### src/hw/mem_map_pkg.sv
package mem_map_pkg;

    // 64 KB CPU memory map
    //   0x0000 - 0x3FFF  ROM
    //   0x4000 - 0x9FFF  RAM
    //   0xA000           UART status, read only
    //   0xA001           UART data, read pops RX, write pushes TX
    //   0xA002           Result LED, write only

    // First address past the ROM window
    localparam logic [15:0] ROM_LIMIT = 16'h4000;

    // First address past the RAM window
    localparam logic [15:0] RAM_LIMIT = 16'hA000;

    // I/O registers sit just above RAM
    localparam logic [15:0] UART_STATUS_ADDR = 16'hA000;
    localparam logic [15:0] UART_DATA_ADDR   = 16'hA001;
    localparam logic [15:0] LED_ADDR         = 16'hA002;

    // Bit positions inside the UART status byte, all other bits read as zero
    localparam int unsigned STATUS_RX_EMPTY_BIT = 0;
    localparam int unsigned STATUS_TX_FULL_BIT  = 1;

    // Kind of access accepted from the bus
    typedef enum logic [2:0] {
        KIND_NONE        = 3'd0,
        KIND_ROM         = 3'd1,
        KIND_RAM         = 3'd2,
        KIND_UART_RX     = 3'd3,
        KIND_UART_TX     = 3'd4,
        KIND_UART_STATUS = 3'd5,
        KIND_LED         = 3'd6
    } access_kind_t;

endpackage

### src/hw/bus_decode.sv
`timescale 1ns/1ps

module bus_decode
    import mem_map_pkg::*;
#(
    parameter int ADDR_WIDTH     = 16,
    parameter int ROM_ADDR_WIDTH = 14,
    parameter int RAM_ADDR_WIDTH = 15
) (
    input  logic                      i_wb_cyc,
    input  logic                      i_wb_stb,
    input  logic                      i_wb_we,
    input  logic [ADDR_WIDTH-1:0]     i_wb_addr,
    output access_kind_t              o_kind,
    output logic [ROM_ADDR_WIDTH-1:0] o_rom_addr,
    output logic [RAM_ADDR_WIDTH-1:0] o_ram_addr
);

    logic                  req_valid;
    logic                  in_rom;
    logic                  in_ram;
    logic                  at_status;
    logic                  at_data;
    logic                  at_led;
    logic [ADDR_WIDTH-1:0] ram_offset;

    // A request counts only while both strobe and cycle are high
    assign req_valid = i_wb_cyc && i_wb_stb;

    // Address windows
    assign in_rom    = i_wb_addr < ROM_LIMIT;
    assign in_ram    = (i_wb_addr >= ROM_LIMIT) && (i_wb_addr < RAM_LIMIT);
    assign at_status = i_wb_addr == UART_STATUS_ADDR;
    assign at_data   = i_wb_addr == UART_DATA_ADDR;
    assign at_led    = i_wb_addr == LED_ADDR;

    // Pick one access kind; illegal combinations fall through to KIND_NONE
    always_comb begin
        o_kind = KIND_NONE;
        if (req_valid) begin
            if (in_rom) begin
                o_kind = KIND_ROM;
            end else if (in_ram) begin
                o_kind = KIND_RAM;
            end else if (at_status && !i_wb_we) begin
                // Status is read only, a write here is dropped without ack
                o_kind = KIND_UART_STATUS;
            end else if (at_data) begin
                o_kind = i_wb_we ? KIND_UART_TX : KIND_UART_RX;
            end else if (at_led && i_wb_we) begin
                o_kind = KIND_LED;
            end
        end
    end

    // Block RAMs register the address themselves, so these stay combinational
    assign o_rom_addr = i_wb_addr[ROM_ADDR_WIDTH-1:0];

    // RAM window starts at ROM_LIMIT, rebase to zero
    assign ram_offset = i_wb_addr - ADDR_WIDTH'(ROM_LIMIT);
    assign o_ram_addr = ram_offset[RAM_ADDR_WIDTH-1:0];

endmodule

### src/hw/access_dispatch.sv
`timescale 1ns/1ps

module access_dispatch
    import mem_map_pkg::*;
#(
    parameter int DATA_WIDTH = 8
) (
    input  logic                  i_clk,
    input  logic                  i_reset_n,
    input  access_kind_t          i_kind,
    input  logic                  i_wb_we,
    input  logic [DATA_WIDTH-1:0] i_wb_data,
    output access_kind_t          o_pending_kind,
    output logic                  o_rom_stb,
    output logic                  o_ram_stb,
    output logic                  o_ram_wr,
    output logic                  o_rx_stb,
    output logic                  o_tx_stb,
    output logic                  o_led,
    output logic [DATA_WIDTH-1:0] o_ram_data,
    output logic [DATA_WIDTH-1:0] o_tx_data
);

    access_kind_t          pending_kind;
    logic                  ram_wr_q;
    logic                  led_q;
    logic [DATA_WIDTH-1:0] wdata_q;
    logic                  is_write_target;

    // Pending stage, one access per cycle and no stall
    always_ff @(posedge i_clk) begin
        if (!i_reset_n) begin
            pending_kind <= KIND_NONE;
            ram_wr_q     <= 1'b0;
        end else begin
            pending_kind <= i_kind;
            ram_wr_q     <= (i_kind == KIND_RAM) && i_wb_we;
        end
    end

    // LED follows bit 0 of the last write to LED_ADDR
    always_ff @(posedge i_clk) begin
        if (!i_reset_n) begin
            led_q <= 1'b0;
        end else if (i_kind == KIND_LED) begin
            led_q <= i_wb_data[0];
        end
    end

    // RAM and TX never take data in the same cycle, so they share one register
    assign is_write_target = (i_kind == KIND_RAM) || (i_kind == KIND_UART_TX);

    always_ff @(posedge i_clk) begin
        if (is_write_target) begin
            wdata_q <= i_wb_data;
        end
    end

    // Strobes come straight from the pending kind, hence one-hot by construction
    assign o_rom_stb = pending_kind == KIND_ROM;
    assign o_ram_stb = pending_kind == KIND_RAM;
    assign o_rx_stb  = pending_kind == KIND_UART_RX;
    assign o_tx_stb  = pending_kind == KIND_UART_TX;
    assign o_ram_wr  = ram_wr_q;

    assign o_pending_kind = pending_kind;
    assign o_led          = led_q;
    assign o_ram_data     = wdata_q;
    assign o_tx_data      = wdata_q;

endmodule

### src/hw/read_return.sv
`timescale 1ns/1ps

module read_return
    import mem_map_pkg::*;
#(
    parameter int DATA_WIDTH = 8
) (
    input  logic                  i_clk,
    input  logic                  i_reset_n,
    input  access_kind_t          i_pending_kind,
    input  logic [DATA_WIDTH-1:0] i_rom_data,
    input  logic [DATA_WIDTH-1:0] i_ram_data,
    input  logic [DATA_WIDTH-1:0] i_rx_data,
    input  logic                  i_tx_full,
    input  logic                  i_rx_empty,
    output logic                  o_wb_ack,
    output logic [DATA_WIDTH-1:0] o_wb_data
);

    logic [DATA_WIDTH-1:0] status_q;

    // Status snapshot taken every edge, so a read sees the flags at acceptance
    always_ff @(posedge i_clk) begin
        if (!i_reset_n) begin
            status_q <= '0;
        end else begin
            status_q                      <= '0;
            status_q[STATUS_TX_FULL_BIT]  <= i_tx_full;
            status_q[STATUS_RX_EMPTY_BIT] <= i_rx_empty;
        end
    end

    // Read data mux, writes and LED return zero
    always_comb begin
        case (i_pending_kind)
            KIND_ROM: begin
                o_wb_data = i_rom_data;
            end
            KIND_RAM: begin
                o_wb_data = i_ram_data;
            end
            KIND_UART_RX: begin
                o_wb_data = i_rx_data;
            end
            KIND_UART_STATUS: begin
                o_wb_data = status_q;
            end
            default: begin
                o_wb_data = '0;
            end
        endcase
    end

    // Every accepted access is answered in the cycle after acceptance
    assign o_wb_ack = i_pending_kind != KIND_NONE;

endmodule

### src/hw/mem_bus_adapter.sv
`timescale 1ns/1ps

module mem_bus_adapter
    import mem_map_pkg::*;
#(
    parameter int DATA_WIDTH     = 8,
    parameter int ADDR_WIDTH     = 16,
    parameter int ROM_ADDR_WIDTH = 14,
    parameter int RAM_ADDR_WIDTH = 15
) (
    input  logic                      i_clk,
    input  logic                      i_reset_n,

    // CPU side bus
    input  logic                      i_wb_cyc,
    input  logic                      i_wb_stb,
    input  logic                      i_wb_we,
    input  logic [ADDR_WIDTH-1:0]     i_wb_addr,
    input  logic [DATA_WIDTH-1:0]     i_wb_data,
    output logic                      o_wb_ack,
    output logic [DATA_WIDTH-1:0]     o_wb_data,

    // ROM
    output logic [ROM_ADDR_WIDTH-1:0] o_rom_addr,
    output logic                      o_rom_stb,
    input  logic [DATA_WIDTH-1:0]     i_rom_data,

    // RAM
    output logic [RAM_ADDR_WIDTH-1:0] o_ram_addr,
    output logic                      o_ram_stb,
    output logic                      o_ram_wr,
    output logic [DATA_WIDTH-1:0]     o_ram_data,
    input  logic [DATA_WIDTH-1:0]     i_ram_data,

    // UART RX FIFO
    output logic                      o_rx_stb,
    input  logic [DATA_WIDTH-1:0]     i_rx_data,
    input  logic                      i_rx_empty,

    // UART TX FIFO
    output logic                      o_tx_stb,
    output logic [DATA_WIDTH-1:0]     o_tx_data,
    input  logic                      i_tx_full,

    output logic                      o_led
);

    access_kind_t req_kind;
    access_kind_t pending_kind;

    // Stage 1, classify the request in its own cycle
    bus_decode #(
        .ADDR_WIDTH     (ADDR_WIDTH),
        .ROM_ADDR_WIDTH (ROM_ADDR_WIDTH),
        .RAM_ADDR_WIDTH (RAM_ADDR_WIDTH)
    ) u_bus_decode (
        .i_wb_cyc   (i_wb_cyc),
        .i_wb_stb   (i_wb_stb),
        .i_wb_we    (i_wb_we),
        .i_wb_addr  (i_wb_addr),
        .o_kind     (req_kind),
        .o_rom_addr (o_rom_addr),
        .o_ram_addr (o_ram_addr)
    );

    // Stage 2, register the access and fire the target strobe
    access_dispatch #(
        .DATA_WIDTH (DATA_WIDTH)
    ) u_access_dispatch (
        .i_clk          (i_clk),
        .i_reset_n      (i_reset_n),
        .i_kind         (req_kind),
        .i_wb_we        (i_wb_we),
        .i_wb_data      (i_wb_data),
        .o_pending_kind (pending_kind),
        .o_rom_stb      (o_rom_stb),
        .o_ram_stb      (o_ram_stb),
        .o_ram_wr       (o_ram_wr),
        .o_rx_stb       (o_rx_stb),
        .o_tx_stb       (o_tx_stb),
        .o_led          (o_led),
        .o_ram_data     (o_ram_data),
        .o_tx_data      (o_tx_data)
    );

    // Answer the pending access, overlapping with the next decode
    read_return #(
        .DATA_WIDTH (DATA_WIDTH)
    ) u_read_return (
        .i_clk          (i_clk),
        .i_reset_n      (i_reset_n),
        .i_pending_kind (pending_kind),
        .i_rom_data     (i_rom_data),
        .i_ram_data     (i_ram_data),
        .i_rx_data      (i_rx_data),
        .i_tx_full      (i_tx_full),
        .i_rx_empty     (i_rx_empty),
        .o_wb_ack       (o_wb_ack),
        .o_wb_data      (o_wb_data)
    );

endmodule

### config.mk
export PLATFORM = sky130hd
export DESIGN_NAME = mem_bus_adapter
export DESIGN_NICKNAME = d
export VERILOG_FILES = /design/src/hw/mem_map_pkg.sv /design/src/hw/bus_decode.sv /design/src/hw/access_dispatch.sv /design/src/hw/read_return.sv /design/src/hw/mem_bus_adapter.sv
export SDC_FILE = /design/constraint.sdc
export NUM_CORES = 1
export LEC_CHECK = 0
export BUFFER_PORTS_ARGS = -buffer_cell sky130_fd_sc_hd__buf_2
export CELL_PAD_IN_SITES_DETAIL_PLACEMENT = 1
export CELL_PAD_IN_SITES_GLOBAL_PLACEMENT = 1
export CORE_MARGIN = 2
export CORE_UTILIZATION = 22
export CTS_BUF_LIST = sky130_fd_sc_hd__clkbuf_4 sky130_fd_sc_hd__clkbuf_8
export DETAILED_ROUTE_END_ITERATION = 10
export PLACE_DENSITY_LB_ADDON = 0.1
export SLEW_MARGIN = 20
export SYNTH_ARGS = -nofsm -noshare
export SYNTH_HDL_FRONTEND = slang
export SYNTH_SLANG_ARGS = --single-unit
### constraint.sdc
create_clock -name i_clk -period 1.78 [get_ports i_clk]
set_input_delay 0.267 -clock i_clk [delete_from_list [all_inputs] [get_ports i_clk]]
set_output_delay 0.267 -clock i_clk [all_outputs]
set_load 0.03 [all_outputs]
==> After elaboration in Yosys (flattened, before gate mapping) <==
Cells that the tools add are included.
{ "op_classes": {"order_cmp": 3, "n_addsub": 1, "reduce_logical": 8, "n_eq_ne": 11, "muxes": 8} }
{ "op_table": {"columns": ["cell", "n"], "rows": [
  ["16-bit == test, second input constant", 3],
  ["8-bit one-hot mux with 4 select lines", 1],
  ["3-bit 2-to-1 mux", 7],
  ["16-bit by 15-bit greater-or-equal comparator with 1-bit output, second input constant", 1],
  ["16-bit by 15-bit < comparator with 1-bit output, second input constant", 1],
  ["16-bit < comparator, second input constant", 1],
  ["15-bit subtractor, second input constant", 1],
  ["3-bit == test, second input constant", 4],
  ["3-bit by 2-bit == test with 1-bit output, second input constant", 3],
  ["1-bit logical AND", 5],
  ["3-bit by 1-bit == test with 1-bit output, second input constant", 1],
  ["3-bit nonzero test", 1],
  ["1-bit logical NOT", 1],
  ["1-bit logical OR", 1]
]} }
{ "totals": {"word_cells": 37, "inputBits": 55, "output_inout_bits": 60, "ff_bits": 21} }

==> Logic depth before layout (Yosys ltp) <==
Gate-level depths: netlist of the first run.
{ "logic_depth": {"depth_word": 10, "ltp_mapped": 5, "depth_no_buf": 4} }

==> By module <==
From an unflattened synthesis of the first run, not the netlist that was laid out.
{ "unflattened": {"hier_cells": 126, "hier_area_um2": 1186.1} }
{ "modules_own_cells": {"columns": ["module", "n_inst", "cells_each", "area_each_um2", "seq_area_each_um2"], "rows": [
  ["access_dispatch", 1, 36, 501.7, 340.3],
  ["bus_decode", 1, 54, 380.4, 0.0],
  ["read_return", 1, 36, 304.0, 40.0]
]} }

==> Least setup slack after synthesis of the first run <==
No wires, ideal clock.
{ "synth_timing": {"kind": "in2reg", "start": "input port i_wb_addr[4]", "end": "register u_access_dispatch.wdata_q[0], in the netlist u_access_dispatch.o_ram_data[0] (enable)", "stages": 4, "required_time_ps": 1406, "setup_ps": 374, "setup_slack_ps": -167, "arrival_ps": 1574, "n_path_buf": 0, "path_cell_list": "nor4b_1 nand4_1 or4b_1 o21ai_1"} }
{ "synth_between": {"elab_chain_cells": 10, "elab_cells_between_ends": 18, "cone_classes": "order compare (3); eq/ne (5); mux (6); reduce/logical (4)"} }
{ "synth_rtl": {"columns": ["element", "line_no", "text"], "rows": [
  ["from (decl)", "mem_bus_adapter.sv:18", "input logic [ADDR_WIDTH-1:0] i_wb_addr,"],
  ["branches (longest 6 deep; another with 16-bit by 15-bit greater-or-equal comparator with 1-bit output)", null, null],
  ["3-bit 2-to-1 mux *", "bus_decode.sv:41", "if (in_rom) begin"],
  ["3-bit 2-to-1 mux *", "bus_decode.sv:40", "if (req_valid) begin"],
  ["3-bit by 2-bit == test with 1-bit output or 3-bit == test (tied branches)", "access_dispatch.sv:51", "assign is_write_target = (i_kind == KIND_RAM) || (i_kind == KIND_UART_TX);"],
  ["1-bit logical OR *", "access_dispatch.sv:51", null],
  ["net u_access_dispatch.is_write_target", "access_dispatch.sv:28", "logic is_write_target;"],
  ["to (signal assigned)", "access_dispatch.sv:55", "wdata_q <= i_wb_data;"],
  ["to (decl)", "access_dispatch.sv:27", "logic [DATA_WIDTH-1:0] wdata_q;"]
]} }
Mark *: on every way through the listed nets, which the timed path passes.
A chain may end at the register's enable or synchronous reset.

==> Worst setup path in the final report of the first run <==
{ "layout_timing": {"start": "input port i_wb_addr[6]", "end": "register u_access_dispatch.wdata_q[3], in the netlist u_access_dispatch.o_ram_data[3] (enable)"} }
The elaborated chain is that of the path after synthesis.

==> results.cfg, run 1 <==
[status]
status = completed

[synth]
async_reset_ff_share_pct = 0
synthCells = 134
synth_edf_count = 8
synth_ff_type = edfxtp_1
ys_ff_latch = 15
syn_area_per_cell_um2 = 8.77
ys_types = 32
synth_top_area_share_pct = 23.0
synth_common_cells = buf_4, nor2_1, a22oi_1, edfxtp_1, nor2b_1
synth_nets = 189
yosys_warnings = 0
syn_area_um2 = 1170
synthTopCellsByArea = buf_4, edfxtp_1, dfxtp_1, mux2_2, a22oi_1
seq_area_frac_synth_pct = 32.4
synth_top_cell_by_area = buf_4
synth_most_common_cell = buf_4

[worst_hold_path]
min_path_type = primary input to flop
min_from = i_wb_data[1]

[clock_tree]
cts_num_sinks = 15
cts_tree = done
htreeDepth = 1
cts_buffers = 3
clk_pin_slew_ns = 0.06
clock-root-buffer = clkbuf_8
cts_buffer_depth = 2
ctsHoldBuffers = 0
clock_latency_ns = 0.24

[timing]
period_share_pct = 95.2
worstMarginPinSlew_ns = 0.357
setup_viol = 0
maxSlewViolCount = 0
period_needed_ns = 1.69
fin_skew_ns = 0
slew_headroom_pct = 75.8
hold_viol = 0
tns_ns = 0
fmax_mhz = 590

[power_and_ir_drop]
powerDensity_nw_per_um2 = 554
vdd_drop_max_mv = 0.191
p_comb_share_pct = 35.3
p_sw_share_pct = 33.5
clkPwrFrac_pct = 26.6
switchingPower_w = 0.000337
p_int_w = 0.000670
cellLeakagePower_nw = 0.935
seq_power_share_pct = 38.1

[cells_and_area]
filler_cell_count = 663
num_antenna_cells = 0
fin_nets = 290
finalNonFillerCells = 304
drive_gt1_share_pct = 66.2
area_growth_pct = 54.7
final_util_pct = 35.4

[grt]
grt_pass1_vias = 1276
antenna_found_initial = 0
grt_use_total_pct = 11.8
grt_pass1_wl_mm = 5.91
grt_overflow = 0
grt_max_degree = 14

[worst_setup_path]
crit_path_start = i_wb_addr[6]
crit_arrival_ns = 1.62
cp-end-kind = flop
crit_path_max_fanout = 8
path_class = primary input to flop
start_kind = primary input
crit_required_ns = 1.70
r2r-start = u_access_dispatch.o_led$_SDFFE_PN0N_

[die]
die_h_um = 77.1
rows = 26
start_util_pct = 22.9
io_pins = 115
core_area_um2 = 5140
die_x_um = 77.1
die_area_um2 = 5940

[drt]
first_iter_violations = 11
vias_per_cell = 4.22
vias = 1284
ant_nets = 0
drc = 0
wirelength_mm = 3.71
detailedRoute.firstPassIterationCount = 4
wl_per_cell_um = 12.2

[placed_design]
dp_cells = 300
port_buffers = 114
dp_hpwl_mm = 3.22
gp_congestion = 0.747

[flow_run]
drv_cap = 0
cell families (layout without fill, tap and decap cells):
| family | Yosys count | count (layout) | share of synthesized area (%) |
|---|---|---|---|
| AO/OA/AOI/OAI | 19 | 19 | 11.4 |
| XOR/XNOR | 1 | 1 | 0.746 |
| buffers and inverters | 43 | 143 | 25.2 |
| flip-flops | 15 | 15 | 32.4 |
| multiplexers | 7 | 7 | 6.60 |
| AND/OR/NAND/NOR | 49 | 49 | 23.6 |
critical path: stages:
cell	delay (ns)
buf_2	0.12
nor4_4	0.26
nand4_1	0.14
or4b_4	0.53
o21ai_4	0.30
cell usage in the layout (no fill, tap or decap), types with 2 or more instances in the layout:
cell type,Yosys,layout
a21oi_1,2,2
a22o_1,3,3
a22oi_1,8,8
and2_1,3,3
buf_2,0,114
buf_4,36,22
clkbuf_8,0,3
dfxtp_1,7,5
edfxtp_1,8,8
inv_1,3,3
mux2_2,6,6
nand2_1,7,7
nand3_1,2,2
nand4_1,2,2
nor2_1,12,12
nor2b_1,8,7
nor4_1,3,2
o21ai_1,3,2
stage by stage:
stage	hold slack, ns	total power [W]	setup WS (ns)	cell area [µm²]
final	0.198	0.00101	0.0855	1820
after global routing	0.185	0.00106	-0.00728	1820
after CTS	0.194	0.00102	0.0149	1790
after detailed placement	0.445	0.000743	-0.356	1720
after global placement	0.445	0.000737	-0.311	1720
after floorplan	0.366	0.000626	0.0127	1190
area by class of cell:
type	instances	area [µm²]	area share (%)
sequential	15	385	21.2
inverter	3	11.3	0.619
multi-input combinational	76	552	30.4
tap	70	87.6	4.82
timing repair buffer	136	736	40.5
clock inverter	1	5.00	0.275
clock buffer	3	41.3	2.27
what timing repair did:
action                                  4_1_cts  5_1_grt
buffers inserted                              0        0
pin swaps                                     1        2
endpoints found under the setup margin       16       11
cloned                                        0        0
resized for setup                             4        6
hold endpoints to repair                      0        0
per-layer routing:
metal	track usage [%]	share of wire, %
met2	22.4	53
met3	2.35	7.4
met4	2.68	0.46
met5	0	0
met1	13.5	39
flip-flops by register name (all words and copies together) (netlist names):
register,flops
u_read_return.status_q,2
u_access_dispatch.o_ram_data,8
u_access_dispatch.o_ram_wr,1
u_access_dispatch.o_led,1
u_access_dispatch.o_pending_kind,3
worst paths after layout:
path,end,slack (ns),cells after the start
worst max-delay path,u_access_dispatch.o_ram_data[3]$_DFFE_PP_,0.09,5
worst min-delay path,u_access_dispatch.o_ram_data[1]$_DFFE_PP_,0.20,1
worst max register to register,u_access_dispatch.o_led$_SDFFE_PN0N_,1.23,2
worst min register to register,u_access_dispatch.o_led$_SDFFE_PN0N_,0.46,2
power groups by stage:
| stage | Combinational (W) | Sequential, W | Clock (W) |
|---|---|---|---|
| floorplan | 0.000216 | 0.000410 | 0 |
| global placement | 0.000345 | 0.000392 | 0 |
| detailed placement | 0.000351 | 0.000392 | 0 |
| CTS | 0.000354 | 0.000385 | 0.000279 |
| global route | 0.000380 | 0.000386 | 0.000299 |
| finish | 0.000355 | 0.000383 | 0.000268 |
No activity file was read; power rests on OpenSTA's default activity.
==> run 2, diff against run 1 <==
==> constraint.sdc (replaced) <==
create_clock -name i_clk -period 1.78 [get_ports i_clk]
set_input_delay 0.089 -clock i_clk [delete_from_list [all_inputs] [get_ports i_clk]]
set_output_delay 0.089 -clock i_clk [all_outputs]
set_load 0.03 [all_outputs]
==> run 2 against run 1 <==
  * Power fell by 0.45%
  * Fmax rose by 3.2%
  * Core utilization is 2.2 points lower
  * Critical path depth unchanged
  * Global-route usage is 0.28 points lower
  * Critical path type is now flop to primary output
  * Largest cell class unchanged
  * Largest power group unchanged
==> results.cfg, run 2 (synthesis results as in run 1) <==
[status]
status = completed

[worst_setup_path]
reg2reg_depth = 2
cp-end-kind = primary output
r2r-start = u_access_dispatch.o_led$_SDFFE_PN0N_
crit_required_ns = 1.69
path_class = flop to primary output
crit_arrival_ns = 1.55
r2r_setup_slack_ns = 1.23
r2r_end = u_access_dispatch.o_led$_SDFFE_PN0N_
start_kind = flop
crit_path_max_fanout = 13

[cells_and_area]
fin_nets = 282
num_antenna_cells = 0
largest_reg_flops = 8
mostFrequentLayoutCells = buf_2, buf_4, nor2_1
drive_gt1_share_pct = 62.4
layout_commonest_cell = buf_2
area_growth_pct = 45.0
filler_cell_count = 667
final_util_pct = 33.2

[placed_design]
port_buffers = 114
gp_congestion = 0.775
pre_cts_ws_ns = -0.107
dp_hpwl_mm = 3.08

[clock_tree]
clock-root-buffer = clkbuf_8
htreeDepth = 1
ctsHoldBuffers = 0
cts_num_sinks = 15
cts_buffer_depth = 2
clock_latency_ns = 0.24
clk_pin_slew_ns = 0.06
cts_tree = done
cts_buffers = 3

[timing]
worstMarginPinSlew_ns = 0.450
fin_skew_ns = 0
fmax_mhz = 609
timing.final.ws_setup_ns = 0.138
hold_viol = 0
slew_headroom_pct = 69.9
maxSlewViolCount = 0
setup_viol = 0
period_share_pct = 92.3
period_needed_ns = 1.64
grt_setup_unrepaired = false

[die]
die_h_um = 77.1
rows = 26
start_util_pct = 22.9
io_pins = 115
core_area_um2 = 5140
die_x_um = 77.1
die_area_um2 = 5940

[flow_run]
drv_cap = 0

[power_and_ir_drop]
p_sw_share_pct = 32.3
cellLeakagePower_nw = 0.883
switchingPower_w = 0.000324
powerDensity_nw_per_um2 = 588
clkPwrFrac_pct = 28.2
p_int_w = 0.000679
power.total_w = 0.00100
p_comb_share_pct = 33.3
seq_power_share_pct = 38.5
vdd_drop_max_mv = 0.255

[drt]
wl_per_cell_um = 12.1
wirelength_mm = 3.59
detailedRoute.firstPassIterationCount = 4
first_iter_violations = 34
vias = 1258
ant_nets = 0
vias_per_cell = 4.25
drc = 0

[grt]
grt_overflow = 0
grt_use_total_pct = 11.5
grt_pass1_vias = 1296
grt_pass1_wl_mm = 5.76
antenna_found_initial = 0
grt_max_degree = 15

[worst_hold_path]
hold_path_depth = 1
min_path_type = primary input to flop
min_from = i_wb_data[7]
holdPathEnd = u_access_dispatch.o_ram_data[7]$_DFFE_PP_
-- run 2: cell type report --
type	count	area, µm²	share of cell area, %
timing repair buffer	128	676	39.6
multi-input combinational	76	498	29.2
sequential	15	383	22.5
tap	70	87.6	5.14
clock buffer	4	48.8	2.86
inverter	3	11.3	0.661
-- run 2: how the worst max path moves through the flow --
| stage | cells past startpoint | to | from | slack [ns] |
|---|---|---|---|---|
| 3_3_place_gp | 6 | u_access_dispatch.o_ram_data[7]$_DFFE_PP_ | i_wb_addr[11] | -0.07 |
| 2_1_floorplan | 4 | u_access_dispatch.o_ram_data[0]$_DFFE_PP_ | i_wb_addr[4] | 0.01 |
| 4_1_cts | 5 | o_wb_data[0] | u_access_dispatch.o_pending_kind[1]$_SDFF_PN0_ | 0.05 |
| 6_report | 5 | o_wb_data[0] | u_access_dispatch.o_pending_kind[2]$_SDFF_PN0_ | 0.14 |
| 5_1_grt | 5 | o_wb_data[1] | u_access_dispatch.o_pending_kind[2]$_SDFF_PN0_ | 0.01 |
| 3_5_place_dp | 6 | u_access_dispatch.o_ram_data[2]$_DFFE_PP_ | i_wb_addr[11] | -0.11 |
-- run 2: per-layer routing --
layer	share of wire, %	vias to the layer above	GRT usage, %
met3	8.2	4	2.35
met4	1.1	0	3.57
li1	-	620	-
met5	0	-	0
met2	53	62	22.8
met1	38	572	12.0
-- run 2: timing repair --
item                       4_1_cts  5_1_grt
setup buffers                    0        0
setup endpoints to repair        1        2
gates resized for setup          1        1
hold endpoints to repair         0        0
-- run 2: through the flow --
stage,cells,area (µm²),hold WS [ns],TNS [ns]
floorplan,134,1170,0.188,0
global placement,292,1650,0.266,-0.582
detailed placement,292,1650,0.267,-0.856
CTS,296,1700,0.0129,0
global route,296,1700,0.0153,0
finish,296,1700,0.0200,0
-- run 2: power groups by stage --
| stage | registers [W] | logic (W) | clock network (W) |
|---|---|---|---|
| finish | 0.000386 | 0.000333 | 0.000283 |
| floorplan | 0.000410 | 0.000214 | 0 |
| global placement | 0.000393 | 0.000335 | 0 |
| detailed placement | 0.000394 | 0.000338 | 0 |
| global route | 0.000389 | 0.000358 | 0.000307 |
| CTS | 0.000386 | 0.000339 | 0.000295 |
-- run 2: critical path, cell delays in order, from the launching register on --
cell     delay, ns
dfxtp_1       0.60
nor2b_1       0.15
a22o_1        0.25
nand2_1       0.06
o21ai_1       0.06
buf_2         0.19
==> run 3, diff against run 2 <==
PLACE_DENSITY = 0.8   (was not set)
PLACE_DENSITY_LB_ADDON = not set   (was 0.1)
==> run 3 against run 2 <==
  * Register-to-register slack about the same
  * Sequential power about the same
  * Fmax increased by 1.5%
  * Wire length decreased by 1.5%
  * Die area unchanged
  * Clock skew unchanged
  * Clock power about the same
  * Cell count increased by 1.0%
  * Hold slack got worse by 0.00092 ns
  * First-iteration DRC count decreased by 41%
  * Design area increased by 1.3%
  * Critical endpoint is now o_wb_data[7]
  * Largest power group unchanged
==> results.cfg, run 3 (synthesis results as in run 1) <==
[worst_setup_path]
start_kind = flop
crit_arrival_ns = 1.53
crit_path_max_fanout = 9
worstSetupEndpoint = o_wb_data[7]
path_class = flop to primary output
reg2reg_depth = 2
r2r-start = u_access_dispatch.o_led$_SDFFE_PN0N_
crit_path_start = u_access_dispatch.o_pending_kind[0]$_SDFF_PN0_
crit_required_ns = 1.69
r2r_setup_slack_ns = 1.23
cp-end-kind = primary output
r2r_end = u_access_dispatch.o_led$_SDFFE_PN0N_

[drt]
ant_nets = 0
drc = 0
wl_per_cell_um = 11.8
vias_per_cell = 4.28
wirelength_mm = 3.53
vias = 1280
first_iter_violations = 20
detailedRoute.firstPassIterationCount = 3

[timing]
period_needed_ns = 1.62
worstMarginPinSlew_ns = 0.419
maxSlewViolCount = 0
setup_viol = 0
fin_skew_ns = 0
fmax_mhz = 618
hold_viol = 0
slew_headroom_pct = 72.0
period_share_pct = 90.9
grt_setup_unrepaired = false
holdWs_ns = 0.0191
tns_ns = 0

[die]
core_area_um2 = 5140
io_pins = 115
start_util_pct = 22.9
die_area_um2 = 5940
die_x_um = 77.1
die_h_um = 77.1
rows = 26

[cells_and_area]
multi_input_area_um2 = 498
seq_area_um2 = 383
layout_commonest_cell = buf_2
drive_gt1_share_pct = 62.9
fin_nets = 285
mostFrequentLayoutCells = buf_2, buf_4, nor2_1
area_growth_pct = 47.0
largest_reg_flops = 8
num_antenna_cells = 0
filler_cell_count = 675

[grt]
antenna_found_initial = 0
grt_pass1_vias = 1288
grt_pass1_wl_mm = 5.69
grt_use_total_pct = 11.7
grt_overflow = 0
grt_max_degree = 14

[clock_tree]
cts_buffers = 3
clock-root-buffer = clkbuf_8
htreeDepth = 1
cts_num_sinks = 15
cts_tree = done
cts_buffer_depth = 2
clk_pin_slew_ns = 0.06
clock_latency_ns = 0.24

[status]
status = completed

[placed_design]
port_buffers = 114
gp_congestion = 0.756
dp_hpwl_mm = 3.09

[power_and_ir_drop]
vdd_drop_max_mv = 0.234
cellLeakagePower_nw = 0.898
powerDensity_nw_per_um2 = 582

[worst_hold_path]
min_path_type = primary input to flop
hold_path_depth = 1

[flow_run]
drv_cap = 0
==> run 3: changes by cell type in the layout (fill, tap and decap cells not counted) <==
cell   delta
buf_4     +3
==> run 3: how the worst min path moves through the flow <==
stage | to | slack (ns) | startpoint
2_1_floorplan | u_access_dispatch.o_ram_data[0]$_DFFE_PP_ | 0.19 | i_wb_data[0]
3_3_place_gp | u_access_dispatch.o_ram_data[7]$_DFFE_PP_ | 0.27 | i_wb_data[7]
3_5_place_dp | u_access_dispatch.o_ram_data[3]$_DFFE_PP_ | 0.27 | i_wb_data[3]
4_1_cts | u_access_dispatch.o_ram_data[3]$_DFFE_PP_ | 0.01 | i_wb_data[3]
5_1_grt | u_access_dispatch.o_ram_data[3]$_DFFE_PP_ | 0.01 | i_wb_data[3]
6_report | u_access_dispatch.o_ram_data[3]$_DFFE_PP_ | 0.02 | i_wb_data[3]
==> run 3: critical path: stages, from the launching register on <==
cell	delay, ns
dfxtp_2	0.44
nor2b_1	0.25
buf_4	0.19
a22oi_1	0.09
nor2_1	0.10
buf_2	0.21
==> run 3: through the flow <==
stage / std cells / utilization, % / setup WS [ns] / cell area, µm² / total power [W]
floorplan: 134 / - / 0.0106 / 1170 / 0.000624
global placement: 295 / 32.6 / -0.0815 / 1680 / 0.000728
detailed placement: 295 / 32.6 / -0.0878 / 1680 / 0.000734
CTS: 299 / 33.6 / 0.0707 / 1730 / 0.00102
global route: 299 / 33.6 / 0.0194 / 1730 / 0.00106
finish: 299 / 33.6 / 0.163 / 1730 / 0.00100
==> run 3: final cells by class <==
cell class / count / area share, %
Timing Repair Buffer: 131 / 40.4
Clock buffer: 4 / 2.83
Sequential cell: 15 / 22.2
Multi-Input combinational cell: 76 / 28.8
Tap cell: 70 / 5.07
Inverter: 3 / 0.652
==> run 3: power breakdown <==
| part | internal (W) | total [W] | switching, W |
|---|---|---|---|
| clock network | 0.000173 | 0.000281 | 0.000108 |
| logic | 0.000130 | 0.000337 | 0.000208 |
| registers | 0.000379 | 0.000386 | 0.00000717 |
==> run 3: repair_timing <==
| item | 4_1_cts | 5_1_grt |
|---|---|---|
| hold endpoints to repair | 0 | 0 |
| endpoints found under the setup margin | 1 | 7 |
| pin swaps | 0 | 0 |
| gates resized for setup | 1 | 1 |
| hold buffers | 0 | 0 |
| setup buffers | 0 | 0 |
==> run 3: metal layers <==
metal / up-vias / routed length [µm] / GRT usage (%)
li1: 628 / - / -
met1: 573 / 1270 / 12.1
met2: 73 / 1900 / 23.2
met3: 6 / 309 / 1.65
met4: 0 / 55 / 4.82
met5: - / 0 / 0
